===== src/cpuIsaPkg.sv =====
// ISA subset only (HALT NOP ADDI ADD SUB XOR AND LD ST BEQZ BNEZ); opcodes outside it decode as NOP
`default_nettype none

package cpuIsaPkg;

  // datapath and field widths
  localparam int wordW = 16;
  localparam int regIdxW = 3;
  localparam int opcodeW = 5;
  localparam int funcW = 2;
  localparam int imm5W = 5;
  localparam int imm8W = 8;

  localparam int numRegs = 8;

  typedef logic [wordW-1:0] wordT;
  typedef logic [regIdxW-1:0] regIdxT;

  // lsb of each instruction field
  localparam int opLsb = 11;
  localparam int rsLsb = 8;
  // also the destination of ADDI and LD
  localparam int rtLsb = 5;
  // RTYPE destination
  localparam int rdLsb = 2;
  localparam int funcLsb = 0;
  localparam int imm5Lsb = 0;
  localparam int imm8Lsb = 0;

  typedef enum logic [opcodeW-1:0] {
    HALT  = 5'b00000,
    NOP   = 5'b00001,
    ADDI  = 5'b01000,
    BEQZ  = 5'b01100,
    BNEZ  = 5'b01101,
    ST    = 5'b10000,
    LD    = 5'b10001,
    RTYPE = 5'b11011
  } opcodeT;

  // RTYPE function field where SUB is rs minus rt
  typedef enum logic [funcW-1:0] {
    ADD = 2'b00,
    SUB = 2'b01,
    XOR = 2'b10,
    AND = 2'b11
  } aluFuncT;

  // NOP opcode with every other field zero
  localparam wordT nopWord = 16'h0800;

  // instructions are two bytes apart
  localparam wordT pcStep = 16'd2;

endpackage

`default_nettype wire

===== src/cpuPipePkg.sv =====
// pipeline register layouts; a bubble is a record with every control bit cleared
`default_nettype none

package cpuPipePkg;

  typedef struct packed {
    cpuIsaPkg::wordT instr;
    cpuIsaPkg::wordT pcInc;
    logic            valid;
  } ifIdT;

  typedef struct packed {
    cpuIsaPkg::opcodeT  op;
    cpuIsaPkg::aluFuncT func;
    cpuIsaPkg::regIdxT  rs;
    cpuIsaPkg::regIdxT  rt;
    cpuIsaPkg::regIdxT  dest;
    logic               wrEn;
    logic               isLoad;
    logic               isStore;
    logic               brZero;
    logic               brNonZero;
    logic               halt;
    cpuIsaPkg::wordT    valA;
    cpuIsaPkg::wordT    valB;
    cpuIsaPkg::wordT    imm;
    cpuIsaPkg::wordT    pcInc;
  } idExT;

  typedef struct packed {
    cpuIsaPkg::wordT   aluRes;
    cpuIsaPkg::wordT   stData;
    cpuIsaPkg::regIdxT dest;
    logic              wrEn;
    logic              isLoad;
    logic              isStore;
    logic              halt;
  } exMemT;

  typedef struct packed {
    cpuIsaPkg::wordT   aluRes;
    cpuIsaPkg::wordT   ldData;
    cpuIsaPkg::regIdxT dest;
    logic              wrEn;
    logic              isLoad;
    logic              halt;
  } memWbT;

  // operand source for execute
  typedef enum logic [1:0] {
    REGFILE    = 2'd0,
    FROM_EXMEM = 2'd1,
    FROM_MEMWB = 2'd2
  } fwdSelT;

  localparam ifIdT ifIdBubble = '{instr: cpuIsaPkg::nopWord, pcInc: '0, valid: 1'b0};

  localparam idExT idExBubble = '{
    op: cpuIsaPkg::NOP, func: cpuIsaPkg::ADD,
    rs: '0, rt: '0, dest: '0,
    wrEn: 1'b0, isLoad: 1'b0, isStore: 1'b0,
    brZero: 1'b0, brNonZero: 1'b0, halt: 1'b0,
    valA: '0, valB: '0, imm: '0, pcInc: '0
  };

endpackage

`default_nettype wire


===== src/cpuTop.sv =====
// both memories must return read data in the same cycle; once halted only reset restarts the core
`timescale 1ns/1ns
`default_nettype none

module cpuTop (
  input  logic            clk,
  input  logic            rstN,
  output cpuIsaPkg::wordT imemAddr,
  input  cpuIsaPkg::wordT imemData,
  output cpuIsaPkg::wordT dmemAddr,
  output cpuIsaPkg::wordT dmemWrData,
  output logic            dmemWe,
  input  cpuIsaPkg::wordT dmemRdData,
  output logic            halted
);

  // pipeline registers
  cpuPipePkg::ifIdT  ifId;
  cpuPipePkg::idExT  idEx;
  cpuPipePkg::exMemT exMem;
  cpuPipePkg::memWbT memWb;

  // hazard control
  logic               stall;
  cpuPipePkg::fwdSelT fwdA;
  cpuPipePkg::fwdSelT fwdB;
  logic               decUsesA;
  logic               decUsesB;

  // branch redirect out of execute
  logic            branchTaken;
  cpuIsaPkg::wordT branchTarget;

  // register file ports
  cpuIsaPkg::regIdxT rdAddrA;
  cpuIsaPkg::regIdxT rdAddrB;
  cpuIsaPkg::wordT   rdDataA;
  cpuIsaPkg::wordT   rdDataB;
  logic              wbEn;
  cpuIsaPkg::regIdxT wbIdx;
  cpuIsaPkg::wordT   wbData;

  fetchUnit i_fetch (
    .clk(clk), .rstN(rstN),
    .stall(stall), .branchTaken(branchTaken), .branchTarget(branchTarget),
    .exMem(exMem),
    .imemAddr(imemAddr), .imemData(imemData),
    .ifId(ifId)
  );

  decodeUnit i_decode (
    .clk(clk), .rstN(rstN),
    .ifId(ifId), .stall(stall), .branchTaken(branchTaken), .exMem(exMem),
    .rdAddrA(rdAddrA), .rdAddrB(rdAddrB), .rdDataA(rdDataA), .rdDataB(rdDataB),
    .decUsesA(decUsesA), .decUsesB(decUsesB),
    .idEx(idEx)
  );

  regFile i_regFile (
    .clk(clk), .rstN(rstN),
    .rdAddrA(rdAddrA), .rdAddrB(rdAddrB), .rdDataA(rdDataA), .rdDataB(rdDataB),
    .wbEn(wbEn), .wbIdx(wbIdx), .wbData(wbData)
  );

  hazardUnit i_hazard (
    .rdAddrA(rdAddrA), .rdAddrB(rdAddrB), .decUsesA(decUsesA), .decUsesB(decUsesB),
    .idEx(idEx), .exMem(exMem), .memWb(memWb),
    .stall(stall), .fwdA(fwdA), .fwdB(fwdB)
  );

  executeUnit i_execute (
    .clk(clk), .rstN(rstN),
    .idEx(idEx), .fwdA(fwdA), .fwdB(fwdB),
    .exMem(exMem), .wbData(wbData),
    .branchTaken(branchTaken), .branchTarget(branchTarget)
  );

  memWbUnit i_memWb (
    .clk(clk), .rstN(rstN),
    .exMem(exMem),
    .dmemAddr(dmemAddr), .dmemWrData(dmemWrData), .dmemWe(dmemWe), .dmemRdData(dmemRdData),
    .memWb(memWb),
    .wbEn(wbEn), .wbIdx(wbIdx), .wbData(wbData),
    .halted(halted)
  );

endmodule

`default_nettype wire


===== src/memWbUnit.sv =====
// data memory is driven straight from EX/MEM and must answer within the cycle
`timescale 1ns/1ns
`default_nettype none

module memWbUnit (
  input  logic              clk,
  input  logic              rstN,
  input  cpuPipePkg::exMemT exMem,
  output cpuIsaPkg::wordT   dmemAddr,
  output cpuIsaPkg::wordT   dmemWrData,
  output logic              dmemWe,
  input  cpuIsaPkg::wordT   dmemRdData,
  output cpuPipePkg::memWbT memWb,
  output logic              wbEn,
  output cpuIsaPkg::regIdxT wbIdx,
  output cpuIsaPkg::wordT   wbData,
  output logic              halted
);

  logic haltSeen;

  assign dmemAddr = exMem.aluRes;
  assign dmemWrData = exMem.stData;
  assign dmemWe = exMem.isStore;

  always_ff @(posedge clk or negedge rstN) begin
    if (!rstN) begin
      memWb <= '0;
      haltSeen <= 1'b0;
    end else begin
      memWb <= '{
        aluRes: exMem.aluRes,
        ldData: dmemRdData,
        dest: exMem.dest,
        wrEn: exMem.wrEn,
        isLoad: exMem.isLoad,
        halt: exMem.halt
      };
      // sticky until reset
      haltSeen <= haltSeen | memWb.halt;
    end
  end

  assign wbEn = memWb.wrEn;
  assign wbIdx = memWb.dest;
  assign wbData = memWb.isLoad ? memWb.ldData : memWb.aluRes;

  // high from the cycle HALT sits in MEM/WB
  assign halted = haltSeen | memWb.halt;

endmodule

`default_nettype wire


===== src/executeUnit.sv =====
// branch offset is imm8 words from pc+2; a load in EX/MEM never needs forwarding because decode stalls
`timescale 1ns/1ns
`default_nettype none

module executeUnit (
  input  logic               clk,
  input  logic               rstN,
  input  cpuPipePkg::idExT   idEx,
  input  cpuPipePkg::fwdSelT fwdA,
  input  cpuPipePkg::fwdSelT fwdB,
  output cpuPipePkg::exMemT  exMem,
  input  cpuIsaPkg::wordT    wbData,
  output logic               branchTaken,
  output cpuIsaPkg::wordT    branchTarget
);

  cpuIsaPkg::wordT    opA;
  cpuIsaPkg::wordT    opB;
  cpuIsaPkg::wordT    aluIn2;
  cpuIsaPkg::wordT    aluRes;
  cpuIsaPkg::aluFuncT func;

  function automatic cpuIsaPkg::wordT fwdMux(
    input cpuPipePkg::fwdSelT sel,
    input cpuIsaPkg::wordT    regVal,
    input cpuIsaPkg::wordT    exMemVal,
    input cpuIsaPkg::wordT    memWbVal
  );
    case (sel)
      cpuPipePkg::FROM_EXMEM: return exMemVal;
      cpuPipePkg::FROM_MEMWB: return memWbVal;
      default: return regVal;
    endcase
  endfunction

  assign opA = fwdMux(fwdA, idEx.valA, exMem.aluRes, wbData);
  assign opB = fwdMux(fwdB, idEx.valB, exMem.aluRes, wbData);

  // ADDI, LD and ST add the immediate
  assign aluIn2 = (idEx.op == cpuIsaPkg::RTYPE) ? opB : idEx.imm;
  assign func = (idEx.op == cpuIsaPkg::RTYPE) ? idEx.func : cpuIsaPkg::ADD;

  always_comb begin
    case (func)
      cpuIsaPkg::ADD: aluRes = opA + aluIn2;
      cpuIsaPkg::SUB: aluRes = opA - aluIn2;
      cpuIsaPkg::XOR: aluRes = opA ^ aluIn2;
      default:        aluRes = opA & aluIn2;
    endcase
  end

  // no redirect once a halt is ahead
  assign branchTaken = !exMem.halt &&
                       ((idEx.brZero && opA == '0) || (idEx.brNonZero && opA != '0));
  assign branchTarget = idEx.pcInc + {idEx.imm[cpuIsaPkg::wordW-2:0], 1'b0};

  always_ff @(posedge clk or negedge rstN) begin
    if (!rstN) begin
      exMem <= '0;
    end else if (exMem.halt) begin
      // whatever follows HALT is squashed here
      exMem <= '0;
    end else begin
      exMem <= '{
        aluRes: aluRes,
        stData: opB,
        dest: idEx.dest,
        wrEn: idEx.wrEn,
        isLoad: idEx.isLoad,
        isStore: idEx.isStore,
        halt: idEx.halt
      };
    end
  end

endmodule

`default_nettype wire


===== src/decodeUnit.sv =====
// sources and destination come from fixed fields; unknown opcodes become bubbles
`timescale 1ns/1ns
`default_nettype none

module decodeUnit (
  input  logic              clk,
  input  logic              rstN,
  input  cpuPipePkg::ifIdT  ifId,
  input  logic              stall,
  input  logic              branchTaken,
  input  cpuPipePkg::exMemT exMem,
  output cpuIsaPkg::regIdxT rdAddrA,
  output cpuIsaPkg::regIdxT rdAddrB,
  input  cpuIsaPkg::wordT   rdDataA,
  input  cpuIsaPkg::wordT   rdDataB,
  output logic              decUsesA,
  output logic              decUsesB,
  output cpuPipePkg::idExT  idEx
);

  cpuIsaPkg::opcodeT            opcode;
  logic [cpuIsaPkg::imm5W-1:0]  imm5;
  logic [cpuIsaPkg::imm8W-1:0]  imm8;
  cpuIsaPkg::wordT              imm5Ext;
  cpuIsaPkg::wordT              imm8Ext;
  cpuPipePkg::idExT             dec;

  assign opcode = cpuIsaPkg::opcodeT'(ifId.instr[cpuIsaPkg::opLsb +: cpuIsaPkg::opcodeW]);
  assign imm5 = ifId.instr[cpuIsaPkg::imm5Lsb +: cpuIsaPkg::imm5W];
  assign imm8 = ifId.instr[cpuIsaPkg::imm8Lsb +: cpuIsaPkg::imm8W];

  assign imm5Ext = {{(cpuIsaPkg::wordW - cpuIsaPkg::imm5W){imm5[cpuIsaPkg::imm5W-1]}}, imm5};
  assign imm8Ext = {{(cpuIsaPkg::wordW - cpuIsaPkg::imm8W){imm8[cpuIsaPkg::imm8W-1]}}, imm8};

  // register file is addressed straight from the rs and rt fields
  assign rdAddrA = ifId.instr[cpuIsaPkg::rsLsb +: cpuIsaPkg::regIdxW];
  assign rdAddrB = ifId.instr[cpuIsaPkg::rtLsb +: cpuIsaPkg::regIdxW];

  always_comb begin
    dec = cpuPipePkg::idExBubble;
    decUsesA = 1'b0;
    decUsesB = 1'b0;
    if (ifId.valid) begin
      dec.op = opcode;
      dec.func = cpuIsaPkg::aluFuncT'(ifId.instr[cpuIsaPkg::funcLsb +: cpuIsaPkg::funcW]);
      dec.rs = rdAddrA;
      dec.rt = rdAddrB;
      dec.dest = rdAddrB;
      dec.valA = rdDataA;
      dec.valB = rdDataB;
      dec.imm = imm5Ext;
      dec.pcInc = ifId.pcInc;
      case (opcode)
        cpuIsaPkg::ADDI: begin
          dec.wrEn = 1'b1;
          decUsesA = 1'b1;
        end
        cpuIsaPkg::LD: begin
          dec.wrEn = 1'b1;
          dec.isLoad = 1'b1;
          decUsesA = 1'b1;
        end
        cpuIsaPkg::ST: begin
          dec.isStore = 1'b1;
          decUsesA = 1'b1;
          decUsesB = 1'b1;
        end
        cpuIsaPkg::BEQZ, cpuIsaPkg::BNEZ: begin
          dec.brZero = (opcode == cpuIsaPkg::BEQZ);
          dec.brNonZero = (opcode == cpuIsaPkg::BNEZ);
          dec.imm = imm8Ext;
          decUsesA = 1'b1;
        end
        cpuIsaPkg::RTYPE: begin
          dec.dest = ifId.instr[cpuIsaPkg::rdLsb +: cpuIsaPkg::regIdxW];
          dec.wrEn = 1'b1;
          decUsesA = 1'b1;
          decUsesB = 1'b1;
        end
        cpuIsaPkg::HALT: dec.halt = 1'b1;
        default: dec.op = cpuIsaPkg::NOP;
      endcase
    end
  end

  // bubble on load-use, taken branch or halt flush
  always_ff @(posedge clk or negedge rstN) begin
    if (!rstN) begin
      idEx <= cpuPipePkg::idExBubble;
    end else if (stall || branchTaken || exMem.halt) begin
      idEx <= cpuPipePkg::idExBubble;
    end else begin
      idEx <= dec;
    end
  end

endmodule

`default_nettype wire


===== src/fetchUnit.sv =====
// instruction memory is read combinationally from the PC; a halt freezes the PC until reset
`timescale 1ns/1ns
`default_nettype none

module fetchUnit (
  input  logic              clk,
  input  logic              rstN,
  input  logic              stall,
  input  logic              branchTaken,
  input  cpuIsaPkg::wordT   branchTarget,
  input  cpuPipePkg::exMemT exMem,
  output cpuIsaPkg::wordT   imemAddr,
  input  cpuIsaPkg::wordT   imemData,
  output cpuPipePkg::ifIdT  ifId
);

  cpuIsaPkg::wordT pc;
  cpuIsaPkg::wordT pcInc;
  logic            frozen;
  logic            haltFlush;

  assign pcInc = pc + cpuIsaPkg::pcStep;
  assign imemAddr = pc;

  // halt reaching EX/MEM stops fetch at this very edge
  assign haltFlush = frozen | exMem.halt;

  always_ff @(posedge clk or negedge rstN) begin
    if (!rstN) begin
      pc <= '0;
      frozen <= 1'b0;
      ifId <= cpuPipePkg::ifIdBubble;
    end else begin
      frozen <= haltFlush;

      if (haltFlush) begin
        pc <= pc;
      end else if (branchTaken) begin
        pc <= branchTarget;
      end else if (!stall) begin
        pc <= pcInc;
      end

      // redirect or halt kills the fetched word
      if (haltFlush || branchTaken) begin
        ifId <= cpuPipePkg::ifIdBubble;
      end else if (!stall) begin
        ifId <= '{instr: imemData, pcInc: pcInc, valid: 1'b1};
      end
    end
  end

endmodule

`default_nettype wire


===== src/hazardUnit.sv =====
// loads are the only producers that stall; everything else is forwarded into execute
`timescale 1ns/1ns
`default_nettype none

module hazardUnit (
  input  cpuIsaPkg::regIdxT  rdAddrA,
  input  cpuIsaPkg::regIdxT  rdAddrB,
  input  logic               decUsesA,
  input  logic               decUsesB,
  input  cpuPipePkg::idExT   idEx,
  input  cpuPipePkg::exMemT  exMem,
  input  cpuPipePkg::memWbT  memWb,
  output logic               stall,
  output cpuPipePkg::fwdSelT fwdA,
  output cpuPipePkg::fwdSelT fwdB
);

  // youngest producer wins
  function automatic cpuPipePkg::fwdSelT pickSrc(
    input cpuIsaPkg::regIdxT src,
    input cpuPipePkg::exMemT em,
    input cpuPipePkg::memWbT mw
  );
    if (em.wrEn && em.dest == src) begin
      return cpuPipePkg::FROM_EXMEM;
    end else if (mw.wrEn && mw.dest == src) begin
      return cpuPipePkg::FROM_MEMWB;
    end
    return cpuPipePkg::REGFILE;
  endfunction

  // load in EX whose result decode needs next cycle
  assign stall = idEx.isLoad && idEx.wrEn &&
                 ((decUsesA && idEx.dest == rdAddrA) ||
                  (decUsesB && idEx.dest == rdAddrB));

  assign fwdA = pickSrc(idEx.rs, exMem, memWb);
  assign fwdB = pickSrc(idEx.rt, exMem, memWb);

endmodule

`default_nettype wire


===== src/regFile.sv =====
// writes land at the clock edge; a same-cycle read of the written index sees the new value
`timescale 1ns/1ns
`default_nettype none

module regFile (
  input  logic              clk,
  input  logic              rstN,
  input  cpuIsaPkg::regIdxT rdAddrA,
  input  cpuIsaPkg::regIdxT rdAddrB,
  output cpuIsaPkg::wordT   rdDataA,
  output cpuIsaPkg::wordT   rdDataB,
  input  logic              wbEn,
  input  cpuIsaPkg::regIdxT wbIdx,
  input  cpuIsaPkg::wordT   wbData
);

  cpuIsaPkg::wordT regs [cpuIsaPkg::numRegs];

  always_ff @(posedge clk or negedge rstN) begin
    if (!rstN) begin
      for (int i = 0; i < cpuIsaPkg::numRegs; i++) begin
        regs[i] <= '0;
      end
    end else if (wbEn) begin
      regs[wbIdx] <= wbData;
    end
  end

  // write-before-read bypass
  assign rdDataA = (wbEn && wbIdx == rdAddrA) ? wbData : regs[rdAddrA];
  assign rdDataB = (wbEn && wbIdx == rdAddrB) ? wbData : regs[rdAddrB];

endmodule

`default_nettype wire


===== config.mk =====
export PLATFORM = sky130hd
export DESIGN_NAME = cpuTop
export DESIGN_NICKNAME = d
export VERILOG_FILES = /design/src/cpuIsaPkg.sv /design/src/cpuPipePkg.sv /design/src/cpuTop.sv /design/src/memWbUnit.sv /design/src/executeUnit.sv /design/src/decodeUnit.sv /design/src/fetchUnit.sv /design/src/hazardUnit.sv /design/src/regFile.sv
export SDC_FILE = /design/constraint.sdc
export NUM_CORES = 1
export LEC_CHECK = 0
export ABC_AREA = 1
export BUFFER_PORTS_ARGS = -buffer_cell sky130_fd_sc_hd__buf_2
export CAP_MARGIN = 20
export CORE_MARGIN = 8
export CORE_UTILIZATION = 62
export CTS_CLUSTER_DIAMETER = 30
export DETAILED_ROUTE_END_ITERATION = 10
export PLACE_DENSITY = 0.88
export SYNTH_ARGS = -nofsm -noshare
export SYNTH_HDL_FRONTEND = slang
export SYNTH_SLANG_ARGS = --single-unit

===== constraint.sdc =====
create_clock -name clk -period 3.9 [get_ports clk]
set_input_delay 0.78 -clock clk [delete_from_list [all_inputs] [get_ports clk]]
set_output_delay 0.78 -clock clk [all_outputs]
set_load 0.01 [all_outputs]

==> results.py <==
metrics = {
    "clock_network": {
        "cts-hold-fix-buffers": 0,
        "clock-sinks": 332,
        "cts_buffers": 72,
        "clkTransAtPathRegs_ns": 0.05,
        "cts_max_level": 3,
        "worstSkewPairLatency_ns": 0.58,
        "clockBufferDepth": 3,
        "cts_tree": "done",
        "root_buffer": "clkbuf_16",
    },
    "placement": {
        "dp_hpwl_um": 36000,
        "io_buffers": 83,
        "gp_congestion": 0.966,
        "pre_cts_ws_ns": 0.0202,
    },
    "power": {
        "p_total_mw": 21.9,
        "internal-power_mw": 12.4,
        "p_clk_share_pct": 27.9,
        "pwr-share-comb_pct": 47.9,
        "switching_share_pct": 43.4,
        "total_leakage_power_nw": 11.0,
        "power_density_mw_per_mm2": 995,
        "seqPwrFrac_pct": 24.1,
        "irDropWorstVdd_uv": 734,
        "p_sw_mw": 9.48,
    },
    "die": {
        "initial_core_util_pct": 62.3,
        "die_w_um": 188,
        "die_y_um": 188,
        "rows": 63,
        "die-area_mm2": 0.0353,
        "ioPinCount": 84,
        "core_mm2": 0.0294,
    },
    "worst_setup_path": {
        "slowest_stage": "dfrtp_1",
        "worstReg2RegStart": "i_execute.exMem[6]",
        "r2r-end": "i_execute.exMem[35]",
        "start_kind": "flop",
        "required_ns": 4.32,
        "crit_path_start": "i_execute.exMem[6]",
        "critPathMaxFanout": 12,
        "crit_family": "simple AND/OR/NAND/NOR gates",
        "end_kind": "flop",
        "path_common_cell": "nand2_2",
        "path_depth": 25,
        "worstPathArrival_ns": 4.21,
        "critical_path_class": "flop to flop",
        "r2r_setup_slack_ns": 0.11,
        "rr_worst_depth": 25,
        "slowest_delay_ns": 0.41,
        "crit_buf_inv": 3,
    },
    "timing": {
        "setup_viol": 0,
        "min_period_ns": 3.79,
        "drv_slew": 0,
        "worstMarginPinSlew_ns": 0.963,
        "max_freq_ghz": 0.264,
        "grt_setup_unrepaired": "true",
        "fin_worst_skew_ns": 0.0331,
        "final-hold-violation-count": 0,
        "relSlewSlack_pct": 35.4,
        "fin_crit_sh_pct": 97.2,
        "setup_ws_ns": 0.107,
    },
    "synth": {
        "synthFlopType": "dfrtp_1",
        "yosysSeqAreaShare_pct": 45.4,
        "ys_seq_elements": 332,
        "async_flop_share_pct": 100,
        "syn-num-nets": 2431,
        "syn-cell-area_mm2": 0.0183,
        "avgSynthCellArea_um2": 7.81,
        "synth_edf_count": 0,
        "yosysWarnings": 0,
        "synth_cell_types": 52,
        "synthCells": 2345,
    },
    "grt": {
        "grt_pass1_vias": 18100,
        "grt_overflow": 0,
        "grt_pass1_wl_um": 92500,
        "track_usage_pct": 32.3,
        "antenna_found_initial": 0,
        "grt_max_degree": 85,
    },
    "routing": {
        "wl_um": 58000,
        "ant_nets": 0,
        "firstDrtPassIters": 6,
        "drc_errors": 0,
        "wl_per_cell_um": 20.1,
        "vias_per_cell": 6.18,
        "dr.first_iter.drc_count": 2279,
        "num_vias": 17800,
    },
    "final_layout": {
        "drive_gt1_share_pct": 16.7,
        "fin_util_pct": 74.7,
        "num_antenna_cells": 0,
        "area_growth_pct": 19.9,
        "finalNetCount": 2524,
    },
    "worst_hold_path": {
        "hold_class": "input pin to asynchronous set/reset pin",
    },
    "run_status": {
        "status": "complete, no violations",
    },
    "flow_run": {
        "cap_violations": 0,
    },
}
[synthesized netlist by cell type, types with 16 or more instances]
cell | n | share of area [%]
a21oi_1 | 280 | 7.6
buf_2 | 27 | 0.74
buf_4 | 34 | 1.4
clkbuf_1 | 88 | 1.8
dfrtp_1 | 330 | 45
ha_1 | 50 | 3.4
inv_1 | 233 | 4.8
nand2_1 | 404 | 8.3
nand3_1 | 174 | 4.8
nand3b_1 | 18 | 0.74
nand4_1 | 16 | 0.55
nor2_1 | 216 | 4.4
nor3_1 | 18 | 0.49
o21ai_0 | 265 | 7.2
o21ai_1 | 17 | 0.46
xor2_1 | 42 | 2.0
[power by group through the flow]
stage	logic, mW	clock network, mW	registers (mW)
finish	10.5	6.11	5.27
global route	11.5	6.33	5.35
CTS	9.44	6.14	5.24
detailed placement	9.24	0	5.26
global placement	8.95	0	5.22
floorplan	6.95	0	4.97
[metal layers]
layer | vias up | global-route usage (%) | wire (µm)
li1 | 7913 | - | -
met1 | 8354 | 40.4 | 21600
met2 | 1236 | 50.5 | 26600
met3 | 331 | 7.13 | 6140
met4 | 0 | 20.2 | 3700
met5 | - | 0 | 0
[flip-flops by register name, indices dropped and copies added (netlist names), 3 cells and up]
name,count
i_memWb.wbIdx,3
i_execute.exMem,39
i_regFile.regs,128
i_decode.idEx,76
i_fetch.ifId,33
i_fetch.imemAddr,16
i_memWb.memWb,34
[timing repair]
action                                 4_1_cts  5_1_grt
cloned                                       0        1
pin swaps                                    0       25
setup endpoints to repair                    2       55
resized for setup                            2       71
buffers inserted                             0       19
endpoints found under the hold margin        0        0
[cells by family (layout without fill, tap and decap cells)]
family / Yosys count / count (layout) / share of synthesized area (%)
xor gates and xnor gates: 59 / 59 / 2.90
buffers and inverters: 404 / 555 / 9.49
DFF: 332 / 332 / 45.4
adders and majority gates: 52 / 52 / 3.63
AOI/OAI and AO/OA: 608 / 608 / 17.4
and+or+nand+nor: 889 / 889 / 21.2
muxes: 1 / 1 / 0.0546
[worst reg2reg max path: stages (launching register included)]
cell	delay, ns
dfrtp_1	0.41
inv_1	0.07
nand2_2	0.07
nand2_2	0.07
nor2_4	0.12
nand2_4	0.08
buf_12	0.15
nand3_1	0.10
nand3_2	0.09
nand2_2	0.07
nand2_2	0.08
buf_12	0.13
ha_4	0.16
or2_2	0.31
xnor2_1	0.13
ha_1	0.35
a21oi_2	0.07
o21bai_1	0.22
nand3_1	0.13
nand2_2	0.11
nand3_1	0.09
nand2_2	0.12
a31oi_4	0.11
o21ai_2	0.16
xor2_1	0.16
a21oi_1	0.09
[area by class of cell]
class	count	area, µm²
clock buffers	89	1940
clock inverters	43	524
fillers	1997	7430
inverters	241	908
multi-input cells	1609	8520
flip-flops and latches	332	8320
well taps	390	488
repair buffers	182	1280
[through the flow]
| stage | hold slack [ns] | cells | setup TNS [ns] | cell area (µm²) |
|---|---|---|---|---|
| after floorplan | 0.331 | 2345 | 0 | 18300 |
| after global placement | 0.334 | 2734 | 0 | 19100 |
| after detailed placement | 0.346 | 2734 | 0 | 19100 |
| after CTS | 0.222 | 2866 | 0 | 21600 |
| after global routing | 0.243 | 2886 | -0.353 | 22000 |
| final | 0.194 | 2886 | 0 | 22000 |
[worst max path at each step]
stage / endpoint / slack (ns)
global placement: i_execute.exMem[36] / 0.13
global route: i_execute.exMem[35] / -0.14
CTS: i_execute.exMem[36] / 0.02
finish: i_execute.exMem[35] / 0.11
detailed placement: i_execute.exMem[36] / 0.02
floorplan: i_execute.exMem[35] / 0.35
[placed cells by master, fill, tap and decap left out, types with 42 or more instances in the layout]
cell type,Yosys,final
buf_4,34,89
nor2_1,216,199
ha_1,50,47
clkbuf_16,0,73
inv_1,233,225
dfrtp_1,330,326
a21oi_1,280,277
nand2_1,404,389
xor2_1,42,42
o21ai_0,265,261
nand3_1,174,170
buf_2,27,82
No activity file was read; power rests on OpenSTA's default activity.
